[src/logic/ip_tx_pkg.sv]
// field types, header and stream structs, framer states
// IPv4 constants and ones-complement addition
package ip_tx_pkg;

    typedef logic [7:0]  byte_t;
    typedef logic [47:0] mac_addr_t;
    typedef logic [15:0] ether_type_t;
    typedef logic [31:0] ip_addr_t;
    typedef logic [15:0] ip_len_t;
    typedef logic [15:0] csum_t;
    typedef logic [4:0]  hdr_idx_t;

    localparam logic [3:0] IP_VERSION   = 4'd4;
    localparam logic [3:0] IP_IHL       = 4'd5;
    localparam int         IP_HDR_BYTES = 20;

    typedef struct packed {
        mac_addr_t   dest_mac;
        mac_addr_t   src_mac;
        ether_type_t eth_type;
    } eth_hdr_t;

    // per-frame IPv4 fields, version and IHL are fixed
    typedef struct packed {
        logic [5:0]  dscp;
        logic [1:0]  ecn;
        ip_len_t     length;
        logic [15:0] identification;
        logic [2:0]  flags;
        logic [12:0] frag_offset;
        byte_t       ttl;
        byte_t       protocol;
        ip_addr_t    src_ip;
        ip_addr_t    dst_ip;
    } ip_hdr_t;

    typedef struct packed {
        byte_t data;
        logic  last;
        logic  user;
    } axis_beat_t;

    typedef enum logic [1:0] {
        ST_IDLE,
        ST_WRITE_HEADER,
        ST_WRITE_PAYLOAD,
        ST_WRITE_PAYLOAD_LAST
    } tx_state_t;

    // 16-bit add with end-around carry
    function automatic csum_t ones_add(input csum_t a, input csum_t b);
        logic [16:0] sum;
        sum = {1'b0, a} + {1'b0, b};
        return sum[15:0] + csum_t'(sum[16]);
    endfunction

endpackage

[src/logic/ip_hdr_serializer.sv]
// IPv4 header checksum register and header byte selection
`timescale 1ns/1ps

module ip_hdr_serializer
    import ip_tx_pkg::*;
(
    input  logic     clk,
    input  logic     rst_n,
    input  ip_hdr_t  ip_hdr,
    input  logic     hdr_capture,
    input  hdr_idx_t hdr_idx,
    output byte_t    hdr_byte
);

    csum_t hdr_sum;
    csum_t csum;

    // sum of the ten header words, checksum word counted as zero
    always_comb begin
        hdr_sum = {IP_VERSION, IP_IHL, ip_hdr.dscp, ip_hdr.ecn};
        hdr_sum = ones_add(hdr_sum, ip_hdr.length);
        hdr_sum = ones_add(hdr_sum, ip_hdr.identification);
        hdr_sum = ones_add(hdr_sum, {ip_hdr.flags, ip_hdr.frag_offset});
        hdr_sum = ones_add(hdr_sum, {ip_hdr.ttl, ip_hdr.protocol});
        hdr_sum = ones_add(hdr_sum, ip_hdr.src_ip[31:16]);
        hdr_sum = ones_add(hdr_sum, ip_hdr.src_ip[15:0]);
        hdr_sum = ones_add(hdr_sum, ip_hdr.dst_ip[31:16]);
        hdr_sum = ones_add(hdr_sum, ip_hdr.dst_ip[15:0]);
    end

    always_ff @(posedge clk) begin
        if (!rst_n) begin
            csum <= '0;
        end else if (hdr_capture) begin
            csum <= ~hdr_sum;
        end
    end

    // network byte order
    always_comb begin
        case (hdr_idx)
            5'd0:    hdr_byte = {IP_VERSION, IP_IHL};
            5'd1:    hdr_byte = {ip_hdr.dscp, ip_hdr.ecn};
            5'd2:    hdr_byte = ip_hdr.length[15:8];
            5'd3:    hdr_byte = ip_hdr.length[7:0];
            5'd4:    hdr_byte = ip_hdr.identification[15:8];
            5'd5:    hdr_byte = ip_hdr.identification[7:0];
            5'd6:    hdr_byte = {ip_hdr.flags, ip_hdr.frag_offset[12:8]};
            5'd7:    hdr_byte = ip_hdr.frag_offset[7:0];
            5'd8:    hdr_byte = ip_hdr.ttl;
            5'd9:    hdr_byte = ip_hdr.protocol;
            5'd10:   hdr_byte = csum[15:8];
            5'd11:   hdr_byte = csum[7:0];
            5'd12:   hdr_byte = ip_hdr.src_ip[31:24];
            5'd13:   hdr_byte = ip_hdr.src_ip[23:16];
            5'd14:   hdr_byte = ip_hdr.src_ip[15:8];
            5'd15:   hdr_byte = ip_hdr.src_ip[7:0];
            5'd16:   hdr_byte = ip_hdr.dst_ip[31:24];
            5'd17:   hdr_byte = ip_hdr.dst_ip[23:16];
            5'd18:   hdr_byte = ip_hdr.dst_ip[15:8];
            5'd19:   hdr_byte = ip_hdr.dst_ip[7:0];
            default: hdr_byte = '0;
        endcase
    end

    a_hdr_idx_range: assert property (
        @(posedge clk) disable iff (!rst_n)
        hdr_idx < hdr_idx_t'(IP_HDR_BYTES)
    ) else $error("header index out of range");

endmodule

[src/logic/ip_tx_framer.sv]
// IPv4 transmit FSM with header capture and payload length check
`timescale 1ns/1ps

module ip_tx_framer
    import ip_tx_pkg::*;
#(
    parameter int HDR_BYTES = 20
) (
    input  logic       clk,
    input  logic       rst_n,
    input  logic       s_ip_hdr_valid,
    output logic       s_ip_hdr_ready,
    input  eth_hdr_t   s_eth_hdr,
    input  ip_hdr_t    s_ip_hdr,
    input  axis_beat_t s_payload,
    input  logic       s_payload_valid,
    output logic       s_payload_ready,
    output eth_hdr_t   m_eth_hdr,
    output logic       m_eth_hdr_valid,
    input  logic       m_eth_hdr_ready,
    output ip_hdr_t    ip_hdr,
    output logic       hdr_capture,
    output hdr_idx_t   hdr_idx,
    input  byte_t      hdr_byte,
    output axis_beat_t out_beat,
    output logic       out_valid,
    input  logic       in_ready,
    input  logic       in_ready_early,
    output logic       error_payload_early_termination
);

    tx_state_t state;
    tx_state_t state_next;
    hdr_idx_t  hdr_idx_next;
    ip_len_t   word_count;
    ip_len_t   word_count_next;
    byte_t     held_byte;
    logic      store_held;
    logic      accept;
    logic      hdr_ready_next;
    logic      payload_ready_next;
    logic      eth_valid_next;
    logic      error_next;
    logic      payload_xfer;

    assign payload_xfer = s_payload_ready && s_payload_valid;

    always_comb begin
        state_next         = state;
        hdr_idx_next       = hdr_idx;
        word_count_next    = word_count;
        store_held         = 1'b0;
        accept             = 1'b0;
        hdr_ready_next     = 1'b0;
        payload_ready_next = 1'b0;
        eth_valid_next     = m_eth_hdr_valid && !m_eth_hdr_ready;
        error_next         = 1'b0;
        out_beat           = '0;
        out_valid          = 1'b0;

        case (state)
            ST_IDLE: begin
                hdr_idx_next   = '0;
                hdr_ready_next = !eth_valid_next;
                if (s_ip_hdr_ready && s_ip_hdr_valid) begin
                    accept          = 1'b1;
                    hdr_ready_next  = 1'b0;
                    eth_valid_next  = 1'b1;
                    word_count_next = s_ip_hdr.length - ip_len_t'(HDR_BYTES);
                    state_next      = ST_WRITE_HEADER;
                end
            end
            ST_WRITE_HEADER: begin
                out_beat.data = hdr_byte;
                if (in_ready) begin
                    out_valid    = 1'b1;
                    hdr_idx_next = hdr_idx + 1'b1;
                    if (hdr_idx == hdr_idx_t'(HDR_BYTES - 1)) begin
                        hdr_idx_next       = '0;
                        payload_ready_next = in_ready_early;
                        state_next         = ST_WRITE_PAYLOAD;
                    end
                end
            end
            ST_WRITE_PAYLOAD: begin
                payload_ready_next = in_ready_early;
                out_beat           = s_payload;
                if (payload_xfer) begin
                    word_count_next = word_count - 1'b1;
                    out_valid       = 1'b1;
                    if (s_payload.last) begin
                        // short frame, flag the final byte
                        if (word_count != ip_len_t'(1)) begin
                            out_beat.user = 1'b1;
                            error_next    = 1'b1;
                        end
                        hdr_ready_next     = !eth_valid_next;
                        payload_ready_next = 1'b0;
                        state_next         = ST_IDLE;
                    end else if (word_count == ip_len_t'(1)) begin
                        // declared length reached, hold byte until input last
                        store_held = 1'b1;
                        out_valid  = 1'b0;
                        state_next = ST_WRITE_PAYLOAD_LAST;
                    end
                end
            end
            ST_WRITE_PAYLOAD_LAST: begin
                payload_ready_next = in_ready_early;
                out_beat.data      = held_byte;
                out_beat.last      = 1'b1;
                out_beat.user      = s_payload.user;
                if (payload_xfer && s_payload.last) begin
                    out_valid          = 1'b1;
                    hdr_ready_next     = !eth_valid_next;
                    payload_ready_next = 1'b0;
                    state_next         = ST_IDLE;
                end
            end
            default: state_next = ST_IDLE;
        endcase
    end

    always_ff @(posedge clk) begin
        if (!rst_n) begin
            state                           <= ST_IDLE;
            hdr_idx                         <= '0;
            word_count                      <= '0;
            s_ip_hdr_ready                  <= 1'b0;
            s_payload_ready                 <= 1'b0;
            m_eth_hdr_valid                 <= 1'b0;
            hdr_capture                     <= 1'b0;
            error_payload_early_termination <= 1'b0;
        end else begin
            state                           <= state_next;
            hdr_idx                         <= hdr_idx_next;
            word_count                      <= word_count_next;
            s_ip_hdr_ready                  <= hdr_ready_next;
            s_payload_ready                 <= payload_ready_next;
            m_eth_hdr_valid                 <= eth_valid_next;
            hdr_capture                     <= accept;
            error_payload_early_termination <= error_next;
        end
    end

    always_ff @(posedge clk) begin
        if (accept) begin
            m_eth_hdr <= s_eth_hdr;
            ip_hdr    <= s_ip_hdr;
        end
        if (store_held) begin
            held_byte <= s_payload.data;
        end
    end

    // skid buffer only has room when its registered ready is high
    a_offer_when_ready: assert property (
        @(posedge clk) disable iff (!rst_n)
        out_valid |-> in_ready
    ) else $error("beat offered while skid buffer not ready");

    a_hdr_idx_bound: assert property (
        @(posedge clk) disable iff (!rst_n)
        hdr_idx < hdr_idx_t'(HDR_BYTES)
    ) else $error("header index past header length");

endmodule

[src/logic/axis_skid_buffer.sv]
// two-slot registered output stage for the byte stream
`timescale 1ns/1ps

module axis_skid_buffer
    import ip_tx_pkg::*;
(
    input  logic       clk,
    input  logic       rst_n,
    input  axis_beat_t in_beat,
    input  logic       in_valid,
    output logic       in_ready,
    output logic       in_ready_early,
    output axis_beat_t m_payload,
    output logic       m_payload_valid,
    input  logic       m_payload_ready
);

    axis_beat_t temp_beat;
    logic       temp_valid;
    logic       out_valid_next;
    logic       temp_valid_next;
    logic       store_in_to_out;
    logic       store_in_to_temp;
    logic       store_temp_to_out;

    // ready next cycle if the sink takes a beat or both slots are empty
    assign in_ready_early = m_payload_ready || (!temp_valid && !m_payload_valid);

    always_comb begin
        out_valid_next    = m_payload_valid;
        temp_valid_next   = temp_valid;
        store_in_to_out   = 1'b0;
        store_in_to_temp  = 1'b0;
        store_temp_to_out = 1'b0;

        if (in_ready) begin
            if (m_payload_ready || !m_payload_valid) begin
                out_valid_next  = in_valid;
                store_in_to_out = 1'b1;
            end else begin
                // sink stalled, park the beat
                temp_valid_next  = in_valid;
                store_in_to_temp = 1'b1;
            end
        end else if (m_payload_ready) begin
            out_valid_next    = temp_valid;
            temp_valid_next   = 1'b0;
            store_temp_to_out = 1'b1;
        end
    end

    always_ff @(posedge clk) begin
        if (!rst_n) begin
            in_ready        <= 1'b0;
            m_payload_valid <= 1'b0;
            temp_valid      <= 1'b0;
        end else begin
            in_ready        <= in_ready_early;
            m_payload_valid <= out_valid_next;
            temp_valid      <= temp_valid_next;
        end
    end

    always_ff @(posedge clk) begin
        if (store_in_to_out) begin
            m_payload <= in_beat;
        end else if (store_temp_to_out) begin
            m_payload <= temp_beat;
        end
        if (store_in_to_temp) begin
            temp_beat <= in_beat;
        end
    end

    a_stall_stable: assert property (
        @(posedge clk) disable iff (!rst_n)
        m_payload_valid && !m_payload_ready |=> m_payload_valid && $stable(m_payload)
    ) else $error("output beat changed during stall");

endmodule

[src/logic/ip_eth_tx.sv]
// IPv4 transmit top level
// framer, header serializer and output skid buffer
`timescale 1ns/1ps

module ip_eth_tx
    import ip_tx_pkg::*;
(
    input  logic       clk,
    input  logic       rst_n,
    input  logic       s_ip_hdr_valid,
    output logic       s_ip_hdr_ready,
    input  eth_hdr_t   s_eth_hdr,
    input  ip_hdr_t    s_ip_hdr,
    input  axis_beat_t s_payload,
    input  logic       s_payload_valid,
    output logic       s_payload_ready,
    output eth_hdr_t   m_eth_hdr,
    output logic       m_eth_hdr_valid,
    input  logic       m_eth_hdr_ready,
    output axis_beat_t m_payload,
    output logic       m_payload_valid,
    input  logic       m_payload_ready,
    output logic       error_payload_early_termination
);

    ip_hdr_t    ip_hdr;
    logic       hdr_capture;
    hdr_idx_t   hdr_idx;
    byte_t      hdr_byte;
    axis_beat_t out_beat;
    logic       out_valid;
    logic       in_ready;
    logic       in_ready_early;

    ip_tx_framer #(
        .HDR_BYTES (IP_HDR_BYTES)
    ) i_framer (
        .clk                             (clk),
        .rst_n                           (rst_n),
        .s_ip_hdr_valid                  (s_ip_hdr_valid),
        .s_ip_hdr_ready                  (s_ip_hdr_ready),
        .s_eth_hdr                       (s_eth_hdr),
        .s_ip_hdr                        (s_ip_hdr),
        .s_payload                       (s_payload),
        .s_payload_valid                 (s_payload_valid),
        .s_payload_ready                 (s_payload_ready),
        .m_eth_hdr                       (m_eth_hdr),
        .m_eth_hdr_valid                 (m_eth_hdr_valid),
        .m_eth_hdr_ready                 (m_eth_hdr_ready),
        .ip_hdr                          (ip_hdr),
        .hdr_capture                     (hdr_capture),
        .hdr_idx                         (hdr_idx),
        .hdr_byte                        (hdr_byte),
        .out_beat                        (out_beat),
        .out_valid                       (out_valid),
        .in_ready                        (in_ready),
        .in_ready_early                  (in_ready_early),
        .error_payload_early_termination (error_payload_early_termination)
    );

    ip_hdr_serializer i_serializer (
        .clk         (clk),
        .rst_n       (rst_n),
        .ip_hdr      (ip_hdr),
        .hdr_capture (hdr_capture),
        .hdr_idx     (hdr_idx),
        .hdr_byte    (hdr_byte)
    );

    axis_skid_buffer i_skid (
        .clk             (clk),
        .rst_n           (rst_n),
        .in_beat         (out_beat),
        .in_valid        (out_valid),
        .in_ready        (in_ready),
        .in_ready_early  (in_ready_early),
        .m_payload       (m_payload),
        .m_payload_valid (m_payload_valid),
        .m_payload_ready (m_payload_ready)
    );

endmodule

[config.mk]
export PLATFORM = sky130hd
export DESIGN_NAME = ip_eth_tx
export DESIGN_NICKNAME = d
export VERILOG_FILES = /design/src/logic/ip_tx_pkg.sv /design/src/logic/ip_hdr_serializer.sv /design/src/logic/ip_tx_framer.sv /design/src/logic/axis_skid_buffer.sv /design/src/logic/ip_eth_tx.sv
export SDC_FILE = /design/constraint.sdc
export NUM_CORES = 1
export LEC_CHECK = 0
export BUFFER_PORTS_ARGS = -buffer_cell sky130_fd_sc_hd__buf_2
export CAP_MARGIN = 10
export CORE_MARGIN = 3
export CORE_UTILIZATION = 55
export CTS_CLUSTER_DIAMETER = 80
export DETAILED_ROUTE_END_ITERATION = 8
export PLACE_DENSITY = 0.8
export SYNTH_ARGS = -nofsm -noshare
export SYNTH_HDL_FRONTEND = slang
export SYNTH_SLANG_ARGS = --single-unit
[constraint.sdc]
create_clock -name clk -period 32.8 [get_ports clk]
set_input_delay 1.64 -clock clk [delete_from_list [all_inputs] [get_ports clk]]
set_output_delay 1.64 -clock clk [all_outputs]
set_load 0.05 [all_outputs]
Word level (Yosys, flattened, before mapping)
Index checks and enable logic that the tools add are counted.
{"block": "totals", "elab_cells": 166, "input_bits": 264, "register_bits": 323, "output_inout_bits": 127}
{"block": "classes", "reduce_logical": 23, "bitwise": 1, "addsub": 19, "eq_ne": 32, "mux": 59}
{"op": "$pmux 8 s20", "count": 1}
{"op": "$add 16x1->16", "count": 8}
{"op": "$add 16x16->17", "count": 7}
{"op": "$eq 5x4->1 const B", "count": 8}
{"op": "$mux 1", "count": 37}
{"op": "$mux 16", "count": 2}
{"op": "$pmux 16 s2", "count": 1}
{"op": "$pmux 8 s3", "count": 1}
{"op": "$eq 5x3->1 const B", "count": 4}
{"op": "$eq 5x5->1 const B", "count": 4}
{"op": "$mux 10", "count": 2}
{"op": "$add 15x16->17", "count": 1}
{"op": "$eq 16x1->1 const B", "count": 1}
{"op": "$ne 16x1->1 const B", "count": 1}
{"op": "$not 16->16", "count": 1}
{"op": "$sub 16x1->16 const B", "count": 1}
{"op": "$sub 16x5->16 const B", "count": 1}
{"op": "$mux 2", "count": 7}
{"op": "$eq 5x2->1 const B", "count": 2}
{"op": "$mux 5", "count": 2}
{"op": "$ne 2x1->1 const B", "count": 5}
{"op": "$pmux 5 s2", "count": 1}
{"op": "$pmux 1 s3", "count": 3}
{"op": "$pmux 2 s4", "count": 1}
{"op": "other kinds (17)", "count": 32}

Logic depth before layout (Yosys ltp)
Gate-level depths: netlist of run 1.
{"block": "depth", "depth_word": 17, "mapped_depth": 131, "ltp_nobuf": 129}

Hierarchy
A second synthesis of run 1 with hierarchy kept.
{"block": "hier_totals", "cells_unflattened": 1821, "hier_area_um2": 19916.6}
{"module": "ip_tx_framer", "n_inst": 1, "area_each_um2": 9715.6, "cells_per_inst": 513}
{"module": "ip_hdr_serializer", "n_inst": 1, "area_each_um2": 9318.9, "cells_per_inst": 1260}
{"module": "axis_skid_buffer", "n_inst": 1, "area_each_um2": 882.1, "cells_per_inst": 48}

Worst setup path before layout of run 1
OpenSTA, ideal clock, no wires.
{"block": "synth_path", "path_kind": "reg2reg", "start": "reg, netlist name i_framer.ip_hdr[112]", "end": "reg i_serializer.csum[15]", "setup_slack_ns": 11.136, "path_stages_with_launch": 120, "arrival_ns": 21.532, "required_ns": 32.668, "path_cell_list": "edfxtp_1 > ha_1 > inv_1 > fa_1 > nor2b_1 > o21ai_0 > a21boi_0 > o21ai_0 > a21oi_1 > o21ai_0 > a21oi_1 > o21a_1 > ha_1 > nand3_1 > inv_1 > and3_1 > nand4b_1 > xnor2_1 > [... 84 more ...] > ha_1 > clkbuf_1 > a21oi_1 > a211oi_1 > o211ai_1 > o21ai_2 > a21o_1 > a21o_1 > ha_1 > nand3_1 > nor3_1 > nand3_1 > nor4b_4 > nand2_2 > o21a_1 > nor4_2 > xnor2_1 > a21oi_1"}
{"block": "synth_via", "elab_chain_cells": 17}
{"item": "$add 15x16->17", "line_no": "ip_tx_pkg.sv:53", "source": "sum = {1'b0, a} + {1'b0, b};"}
{"item": "$add 16x1->16", "line_no": "ip_tx_pkg.sv:54", "source": "return sum[15:0] + csum_t'(sum[16]);"}
{"item": "$add 16x16->17", "line_no": "ip_tx_pkg.sv:53"}
{"item": "$add 16x1->16", "line_no": "ip_tx_pkg.sv:54"}
{"item": "$add 16x16->17", "line_no": "ip_tx_pkg.sv:53"}
{"item": "$add 16x1->16", "line_no": "ip_tx_pkg.sv:54"}
{"item": "$add 16x16->17", "line_no": "ip_tx_pkg.sv:53"}
{"item": "$add 16x1->16", "line_no": "ip_tx_pkg.sv:54"}
{"item": "$add 16x16->17", "line_no": "ip_tx_pkg.sv:53"}
{"item": "$add 16x1->16", "line_no": "ip_tx_pkg.sv:54"}
{"item": "$add 16x16->17", "line_no": "ip_tx_pkg.sv:53"}
{"item": "$add 16x1->16", "line_no": "ip_tx_pkg.sv:54"}
{"item": "$add 16x16->17", "line_no": "ip_tx_pkg.sv:53"}
{"item": "$add 16x1->16", "line_no": "ip_tx_pkg.sv:54"}
{"item": "$add 16x16->17", "line_no": "ip_tx_pkg.sv:53"}
{"item": "$add 16x1->16", "line_no": "ip_tx_pkg.sv:54"}
{"item": "$not 16->16", "line_no": "ip_hdr_serializer.sv:35", "source": "csum <= ~hdr_sum;"}
{"item": "end signal, assigned", "line_no": "ip_hdr_serializer.sv:35"}
{"item": "end, declared", "line_no": "ip_hdr_serializer.sv:16", "source": "csum_t csum;"}
Every way passes these cells.
A chain may end at the register's enable or synchronous reset.

Final worst setup path of run 1
{"block": "layout_path", "start": "reg, netlist name i_framer.ip_hdr[112]", "end": "reg i_serializer.csum[15]"}
{"block": "layout_via", "elab_chain_cells": 17}
{"item": "$add 15x16->17", "line_no": "ip_tx_pkg.sv:53"}
{"item": "$add 16x1->16", "line_no": "ip_tx_pkg.sv:54"}
{"item": "$add 16x16->17", "line_no": "ip_tx_pkg.sv:53"}
{"item": "$add 16x1->16", "line_no": "ip_tx_pkg.sv:54"}
{"item": "$add 16x16->17", "line_no": "ip_tx_pkg.sv:53"}
{"item": "$add 16x1->16", "line_no": "ip_tx_pkg.sv:54"}
{"item": "$add 16x16->17", "line_no": "ip_tx_pkg.sv:53"}
{"item": "$add 16x1->16", "line_no": "ip_tx_pkg.sv:54"}
{"item": "$add 16x16->17", "line_no": "ip_tx_pkg.sv:53"}
{"item": "$add 16x1->16", "line_no": "ip_tx_pkg.sv:54"}
{"item": "$add 16x16->17", "line_no": "ip_tx_pkg.sv:53"}
{"item": "$add 16x1->16", "line_no": "ip_tx_pkg.sv:54"}
{"item": "$add 16x16->17", "line_no": "ip_tx_pkg.sv:53"}
{"item": "$add 16x1->16", "line_no": "ip_tx_pkg.sv:54"}
{"item": "$add 16x16->17", "line_no": "ip_tx_pkg.sv:53"}
{"item": "$add 16x1->16", "line_no": "ip_tx_pkg.sv:54"}
{"item": "$not 16->16", "line_no": "ip_hdr_serializer.sv:35"}
Every way passes these cells.

==> results.ini, run 1 <==
[grt]
grt_overflow_total = 0
met2_usage = 0.545
grtUsageMet1 = 0.355
grt_pass1_wl_um = 93000
grt_antenna_before_repair = 6
met3_usage = 0.0595
grt_pass1_vias = 16822
grt_start_max_net_pins = 95
gr-max-usage-layer = met2
track_usage = 0.313

[timing]
slew_headroom = 0.173
fin_worst_skew_ns = 0.0235
fin_crit_sh = 0.745
min_period_ns = 24.42
grt_setup_unrepaired = false
setup_viol = 0
fin_setup_tns_ns = 0
setup_ws_ns = 8.38
finalHoldViolations = 0
max_freq_mhz = 41.0
worst_slew_pin_slew_ns = 1.23
drv_slew = 0

[critical_path]
critPathRequiredTime_ns = 33.21
r2r-start = i_framer.ip_hdr[112]
critPathLaunchType = flop
critPathArrivalTime_ns = 24.83
r2r_slack_ns = 8.38
r2r-end = i_serializer.csum[15]
cp_slowest_cell = or4_1
worstSetupPathType = reg -> reg
cp-end-kind = flop
reg2regPathDepth = 117
cpMostUsedCell = ha_1
crit_path_start = i_framer.ip_hdr[112]
crit_fanout = 7
cp_slowest_stage_delay_ns = 0.52

[logic_synthesis]
syn_inst = 1848
synth_seq_cells = 323
syn_area_mm2 = 0.0200
synth_nets = 2264
yosysSeqAreaShare = 0.463
ys_warn_count = 0
synth-edff-count = 276
synth-main-ff-cell = edfxtp_1
syn_area_per_cell_um2 = 10.8
synth_cell_type_count = 85
async_flop_share = 0

[final_layout]
drive_gt1_frac = 0.226
layout.nets = 2652
instances_no_fill = 2730
syn2layout_area_growth_pct = 18.1

[routing]
wirelength_um = 62100
ant_nets = 0
routedWlPerCell_um = 22.7
route.vias.total = 16867
drtPass1Iterations = 6
drtIter0Drc = 1267
routed_via_density = 6.18
drc = 0

[cts]
clock-sinks = 323
ctsHoldBuffers = 0
cts_tree = done
clkSlewWorstSetupHoldPaths_ns = 0.06
cts-resized-gates = 0
cts_root_buf = clkbuf_16
numCtsBuffers = 36
cts_setup_buffers = 0
clk_latency_ns = 0.57
h-tree-depth = 2
clk_path_buf_depth = 3

[place]
dp.cells = 2658
numPortBuffers = 390
dpl.hpwl_um = 49500
preCtsSetupSlack_ns = 8.81
routabilityCongestion = 0.961

[die]
io_pins = 391
core_mm2 = 0.0357
start_util = 0.560
fp.dieH_um = 196
dieArea_mm2 = 0.0386
rows = 69
die_x_um = 196

[hold_path]
hold_path_depth = 1
worstHoldPathType = reg -> reg
min_to = i_serializer.csum[8]
hp-start = i_serializer.csum[8]

[status]
outcome = complete, no violations

[run]
max-cap-violations = 0

==> cell families after synthesis <==
family          count (synthesis)  share of synthesized area
compound gates                471                      0.167
xor+xnor                      205                     0.0900
fa+ha+maj                     152                     0.0983
buf+inv                       111                     0.0209
flops                         323                      0.463
mux                            32                     0.0172
simple gates                  554                      0.144
==> synth_stat cells, types with 13 or more instances <==
cell type  count  area, um^2
a211oi_1      14         105
a21o_1        47         353
a21oi_1       96         480
a221oi_1      18         158
a22o_1        21         184
a22oi_1       30         225
and2_1        16         100
and3_1        32         200
clkbuf_1      41         154
dfxtp_1       47         941
edfxtp_1     276        8290
ha_1         144        1800
inv_1         65         244
mux2_2        19         214
mux2i_1       13         130
nand2_1      106         398
nand2b_1      27         169
nand3_1       65         325
nand4_1       17         106
nor2_1       110         413
nor2b_1       35         219
nor3_1        64         320
nor4_1        21         131
o21a_1        27         203
o21ai_0       73         365
xnor2_1      136        1190
xor2_1        69         604
==> metal layers <==
metal | vias up | part of all wire | routed length (um)
met3 | 217 | 0.085 | 5280
met2 | 896 | 0.49 | 30600
met1 | 7919 | 0.35 | 21800
li1 | 7835 | - | -
met5 | - | 0 | 0
met4 | 0 | 0.070 | 4340
==> metrics by stage <==
| stage | cell area (um^2) | hold WS (ns) | utilization |
|---|---|---|---|
| CTS | 23600 | 0.487 | 0.661 |
| floorplan | 20000 | 0.454 | - |
| finish | 23600 | 0.492 | 0.661 |
| global placement | 22400 | 0.464 | 0.627 |
| global route | 23600 | 0.522 | 0.661 |
| detailed placement | 22400 | 0.473 | 0.627 |
==> placed cells by master, fill, tap and decap left out, types with 27 or more instances in the layout <==
cell / n
buf_2: 391
edfxtp_1: 276
ha_1: 144
xnor2_1: 136
nor2_1: 110
nand2_1: 106
a21oi_1: 96
o21ai_0: 73
xor2_1: 69
inv_1: 65
nand3_1: 65
nor3_1: 63
a21o_1: 47
dfxtp_1: 47
clkbuf_16: 37
nor2b_1: 35
and3_1: 32
a22oi_1: 30
o21a_1: 27
nand2b_1: 27
==> worst max-delay path: cells and delay by family, from the launching register on <==
family | cells | cell delay, ns
and+or+nand+nor | 34 | 5.70
adders and majority gates | 20 | 5.65
AOI/OAI and AO/OA | 55 | 11.52
DFF | 1 | 0.35
xor gates and xnor gates | 6 | 0.87
buffers and inverters | 2 | 0.14
==> flip-flops by register name, indices dropped and copies added (netlist names) <==
name	cells
i_framer.error_payload_early_termination	1
i_framer.hdr_capture	1
i_framer.hdr_idx	5
i_framer.held_byte	8
i_framer.ip_hdr	136
i_framer.m_eth_hdr	112
i_framer.m_eth_hdr_valid	1
i_framer.s_ip_hdr_ready	1
i_framer.s_payload_ready	1
i_framer.state	2
i_framer.word_count	16
i_serializer.csum	16
i_skid.in_ready	1
i_skid.m_payload	10
i_skid.m_payload_valid	1
i_skid.temp_beat	10
i_skid.temp_valid	1
==> how the worst max path moves through the flow <==
stage / endpoint / slack, ns / cells after the start
6_report: i_serializer.csum[15] / 8.38 / 117
2_1_floorplan: i_serializer.csum[15] / 11.14 / 119
3_3_place_gp: i_serializer.csum[15] / 9.41 / 117
5_1_grt: i_serializer.csum[15] / 6.09 / 120
3_5_place_dp: i_serializer.csum[15] / 8.81 / 118
4_1_cts: i_serializer.csum[15] / 8.67 / 118
==> area by class of cell <==
class                           count  area, um^2
Inverter                           65         244
Sequential cell                   323        9230
Clock buffer                       41         941
Tap cell                          461         577
Timing Repair Buffer              396        1990
Multi-Input combinational cell   1414       10300
Antenna cell                        6        15.0
Clock inverter                     24         262
Fill cell                        2800       12100
Power of run 1 is left out: the tool's default activity adds up to more than one toggle a clock period on the data nets, which glitch-free logic cannot reach.
==> run 2, diff against run 1 <==
--- a/config.mk
+++ b/config.mk
@@ -8,10 +8,10 @@
 export BUFFER_PORTS_ARGS = -buffer_cell sky130_fd_sc_hd__buf_2
 export CAP_MARGIN = 10
 export CORE_MARGIN = 3
-export CORE_UTILIZATION = 55
+export CORE_UTILIZATION = 51
 export CTS_CLUSTER_DIAMETER = 80
 export DETAILED_ROUTE_END_ITERATION = 8
-export PLACE_DENSITY = 0.8
+export PLACE_DENSITY = 0.78
 export SYNTH_ARGS = -nofsm -noshare
 export SYNTH_HDL_FRONTEND = slang
 export SYNTH_SLANG_ARGS = --single-unit
==> constraint.sdc (replaced) <==
create_clock -name clk -period 21.5 [get_ports clk]
set_input_delay 1.075 -clock clk [delete_from_list [all_inputs] [get_ports clk]]
set_output_delay 1.075 -clock clk [all_outputs]
set_load 0.05 [all_outputs]
==> run 2 against run 1 <==
Effect of this change: worst setup slack got worse by 7.5 ns; highest routed layer unchanged; via count is 5.2% higher; clock-buffer cell count grew 4; utilization grew 0.99 points; critical endpoint is now i_serializer.csum[13]; critical path depth is 2 higher; final cell count increased by 8.1%; register-to-register slack worse by 7.5 ns.
==> results.ini, run 2 (synthesized netlist as in run 1, its figures left out) <==
[cts]
clkSlewWorstSetupHoldPaths_ns = 0.06  ; about the same
cts_tree = done  ; unchanged
h-tree-depth = 2  ; unchanged
clk_path_buf_depth = 3  ; unchanged
numCtsBuffers = 37  ; was 36
cts_root_buf = clkbuf_16  ; unchanged
clk_latency_ns = 0.57  ; about the same
ctsHoldBuffers = 0  ; unchanged
clock-sinks = 323  ; unchanged

[critical_path]
cpMostUsedCell = a21o_1  ; was ha_1
cp_slowest_stage_delay_ns = 0.44  ; was 0.52 ns
crit_fanout = 4  ; was 7
critPathRequiredTime_ns = 22.01  ; was 33.21 ns
critPathArrivalTime_ns = 21.09  ; was 24.83 ns
critPathLaunchType = flop  ; unchanged
critPathTopFamily = compound AO/OA/AOI/OAI gates  ; unchanged
worstSetupPathType = reg -> reg  ; unchanged
cp_slowest_cell = or4_4  ; was or4_1
cp-end-kind = flop  ; unchanged
cp.buffers_inverters = 8  ; was 2

[final_layout]
final_common_cell = buf_2  ; unchanged
syn2layout_area_growth_pct = 28.2  ; was 18.1%
fin_util = 0.671  ; was 0.661
reg_top3 = i_framer.ip_hdr: 136 flops, i_framer.m_eth_hdr: 112 flops  ; unchanged
layout_common_cells = buf_2, edfxtp_1, buf_4, xnor2_1, ha_1  ; was buf_2, edfxtp_1, ha_1, xnor2_1, nor2_1
largest_reg_flops = 136  ; unchanged
max_flop_register = i_framer.ip_hdr  ; unchanged
layout.nets = 2827  ; was 2652
drive_gt1_frac = 0.327  ; was 0.226

[timing]
worst_slew_pin_slew_ns = 1.22  ; was 1.23 ns
whs_ns = 0.489  ; was 0.492 ns
min_period_ns = 20.58  ; was 24.42 ns
finalHoldViolations = 0  ; unchanged
fin_crit_sh = 0.957  ; was 0.745
setup_viol = 0  ; unchanged
fin_worst_skew_ns = 0.0291  ; was 0.0235 ns
drv_slew = 0  ; unchanged
slew_headroom = 0.181  ; was 0.173
max_freq_mhz = 48.6  ; was 41.0 MHz

[hold_path]
worstHoldPathType = reg -> reg  ; unchanged

[die]
fp.dieH_um = 204  ; was 196 um
rows = 71  ; was 69
die_x_um = 204  ; was 196 um
start_util = 0.524  ; was 0.560
io_pins = 391  ; unchanged
dieArea_mm2 = 0.0415  ; was 0.0386 mm^2
core_mm2 = 0.0381  ; was 0.0357 mm^2

[grt]
grt_overflow_total = 0  ; unchanged
grt_antenna_before_repair = 5  ; was 6
grt_pass1_vias = 17702  ; was 16822
track_usage = 0.302  ; was 0.313
grt_pass1_wl_um = 96700  ; was 93000 um
grt_start_max_net_pins = 89  ; was 95

[routing]
drtIter0Drc = 1455  ; was 1267
ant_nets = 0  ; unchanged
route.vias.total = 17743  ; was 16867
drc = 0  ; unchanged
drtPass1Iterations = 6  ; unchanged
wirelength_um = 65700  ; was 62100 um
routedWlPerCell_um = 22.3  ; was 22.7 um
routed_via_density = 6.01  ; was 6.18

[status]
outcome = complete, no violations  ; unchanged

[place]
numPortBuffers = 390  ; unchanged
dpl.hpwl_um = 51300  ; was 49500 um
routabilityCongestion = 0.959  ; was 0.961

[run]
max-cap-violations = 0  ; unchanged

## run 2: layout make-up
class | instances | area, um^2
sequential | 323 | 9230
fill | 2900 | 12500
multi-input combinational | 1414 | 11000
inverter | 65 | 244
timing repair buffer | 570 | 3310
clock buffer | 45 | 987
antenna | 4 | 10.0
tap | 511 | 639
clock inverter | 18 | 184
## run 2: timing repair
action | CTS | global route
pin swaps | 12 | 91
endpoints found under the hold margin | 0 | 0
buffers inserted | 3 | 24
endpoints found under the setup margin | 14 | 16
resized for setup | 27 | 130
gates cloned | 0 | 0
## run 2: final timing paths
path	start	endpoint	slack (ns)	depth (start not counted)
worst min-delay path	i_serializer.csum[9]	i_serializer.csum[9]	0.49	1
worst min register to register	i_serializer.csum[9]	i_serializer.csum[9]	0.49	1
worst max register to register	i_framer.ip_hdr[112]	i_serializer.csum[13]	0.92	119
worst max-delay path	i_framer.ip_hdr[112]	i_serializer.csum[13]	0.92	119
## run 2: per-layer routing
metal | up-vias | global-route usage | wire length (um)
li1 | 8184 | - | -
met1 | 8489 | 0.341 | 23400
met2 | 826 | 0.531 | 33100
met3 | 244 | 0.0538 | 4680
met4 | 0 | 0.188 | 4500
met5 | - | 0 | 0
## run 2: metrics by stage
stage	TNS, ns	worst slack, ns	area (um^2)	instances
5_1_grt	-0.726	-0.283	25600	2950
2_1_floorplan	0	0.00672	20000	1848
6_report	0	0.915	25600	2950
3_3_place_gp	0	0.126	23500	2857
4_1_cts	0	0.0161	24800	2923
3_5_place_dp	-4.13	-0.637	23500	2857
Power of run 2 is left out for the same reason.
==> run 3, diff against run 2 <==
--- a/config.mk
+++ b/config.mk
@@ -12,6 +12,7 @@
 export CTS_CLUSTER_DIAMETER = 80
 export DETAILED_ROUTE_END_ITERATION = 8
 export PLACE_DENSITY = 0.78
+export REMOVE_ABC_BUFFERS = 1
 export SYNTH_ARGS = -nofsm -noshare
 export SYNTH_HDL_FRONTEND = slang
 export SYNTH_SLANG_ARGS = --single-unit
==> run 3 against run 2 <==
Effect of this change: worst setup slack worse by 0.48 ns; global-route usage up 0.24 points; design area up 1.4%; critical path depth up 6; clock-buffer cell count down 1; fmax down 2.3%; sequential share of layout area down 0.51 points; final cell count up 1.3%; hold slack about the same; non-clock buffer count up 38.
==> results.ini, run 3 (synthesized netlist as in run 1, its figures left out) <==
[grt]
track_usage = 0.305  ; was 0.302
grt_pass1_vias = 17192  ; was 17702
grt_pass1_wl_um = 96800  ; was 96700 um
grt_antenna_before_repair = 9  ; was 5
grt_overflow_total = 0  ; unchanged
grt_start_max_net_pins = 182  ; was 89

[die]
fp.dieH_um = 204  ; unchanged
start_util = 0.524  ; unchanged
core_mm2 = 0.0381  ; unchanged
io_pins = 391  ; unchanged
die_x_um = 204  ; unchanged
dieArea_mm2 = 0.0415  ; unchanged
rows = 71  ; unchanged

[final_layout]
final_common_cell = buf_2  ; unchanged
largest_reg_flops = 136  ; unchanged
syn2layout_area_growth_pct = 30.0  ; was 28.2%
regArea_mm2 = 0.00923  ; unchanged
drive_gt1_frac = 0.338  ; was 0.327
fin_util = 0.681  ; was 0.671
layout.nets = 2863  ; was 2827
final_area_mm2 = 0.0259  ; was 0.0256 mm^2
reg_top3 = i_framer.ip_hdr: 136 flops, i_framer.m_eth_hdr: 112 flops  ; unchanged
fill_cells = 2887  ; was 2900
multi_input_area_mm2 = 0.0110  ; about the same
max_flop_register = i_framer.ip_hdr  ; unchanged
layout_common_cells = buf_2, edfxtp_1, buf_4, xnor2_1, ha_1  ; unchanged

[status]
outcome = complete, no violations  ; unchanged

[cts]
h-tree-depth = 2  ; unchanged
clkSlewWorstSetupHoldPaths_ns = 0.06  ; about the same
cts_root_buf = clkbuf_16  ; unchanged
clk_path_buf_depth = 3  ; unchanged
clock-sinks = 323  ; unchanged
numCtsBuffers = 35  ; was 37
cts_tree = done  ; unchanged
clk_latency_ns = 0.55  ; was 0.57 ns

[routing]
routedWlPerCell_um = 22.2  ; was 22.3 um
route.vias.total = 17665  ; was 17743
drc = 0  ; unchanged
drtPass1Iterations = 6  ; unchanged
wirelength_um = 66500  ; was 65700 um
ant_nets = 0  ; unchanged
drtIter0Drc = 1796  ; was 1455
routed_via_density = 5.91  ; was 6.01

[timing]
fin_crit_sh = 0.980  ; was 0.957
finalHoldViolations = 0  ; unchanged
min_period_ns = 21.07  ; was 20.58 ns
grt_setup_unrepaired = true
worst_slew_pin_slew_ns = 1.27  ; was 1.22 ns
max_freq_mhz = 47.5  ; was 48.6 MHz
setup_viol = 0  ; unchanged
drv_slew = 0  ; unchanged
slew_headroom = 0.146  ; was 0.181
fin_worst_skew_ns = 0.0118  ; was 0.0291 ns

[critical_path]
critPathLaunchType = flop  ; unchanged
critPathRequiredTime_ns = 21.91  ; was 22.01 ns
critPathArrivalTime_ns = 21.47  ; was 21.09 ns
cp_slowest_stage_delay_ns = 0.39  ; was 0.44 ns
worstSetupPathType = reg -> reg  ; unchanged
cp-end-kind = flop  ; unchanged
crit_fanout = 4  ; unchanged
cp_slowest_cell = a2111oi_2  ; was or4_4

[place]
dpl.hpwl_um = 52100  ; was 51300 um
routabilityCongestion = 1.05  ; was 0.959
numPortBuffers = 390  ; unchanged
place_area_mm2 = 0.0238  ; was 0.0235 mm^2

[run]
max-cap-violations = 0  ; unchanged

[hold_path]
worstHoldPathType = reg -> reg  ; unchanged

## run 3: worst max-delay path: cells and delay by family, from the launching register on
family	cells	cell delay (ns)
and+or+nand+nor	42	5.29
buffers and inverters	4	0.44
xor gates and xnor gates	8	1.24
AOI/OAI and AO/OA	50	8.49
DFF	1	0.37
adders and majority gates	21	5.06
## run 3: path summary, 6_finish.rpt
check                             from                    end  slack [ns]  cells past startpoint
setup / recovery  i_framer.ip_hdr[128]  i_serializer.csum[15]        0.43                    125
hold / removal    i_serializer.csum[0]   i_serializer.csum[0]        0.49                      1
setup reg to reg  i_framer.ip_hdr[128]  i_serializer.csum[15]        0.43                    125
hold reg to reg   i_serializer.csum[0]   i_serializer.csum[0]        0.49                      1
## run 3: area by class of cell
type	instances	area share
clock buffer	44	0.0370
clock inverter	19	0.00998
tap	511	0.0246
multi-input combinational	1414	0.424
antenna	4	0.000386
timing repair buffer	608	0.139
sequential	323	0.356
inverter	65	0.00940
## run 3: timing repair
action | in CTS | in global routing
resized for setup | 16 | 144
setup buffers | 7 | 27
pin swaps | 14 | 111
hold buffers | 0 | 0
endpoints found under the setup margin | 8 | 16
## run 3: per-layer routing
layer	vias to the layer above	GRT usage	routed length, um
li1	8251	-	-
met1	8288	0.375	25000
met2	896	0.505	31700
met3	224	0.0611	5430
met4	6	0.167	4260
met5	-	0	34
## run 3: metrics by stage
step	hold WS, ns	worst slack, ns	instances	TNS, ns
after floorplan	0.454	-0.776	1802	-4.52
after global placement	0.480	0.148	2887	0
after detailed placement	0.468	-0.556	2887	-2.10
after CTS	0.488	0.00863	2957	0
after global routing	0.495	-0.574	2988	-2.45
final	0.489	0.434	2988	0
Power of run 3 is left out for the same reason.
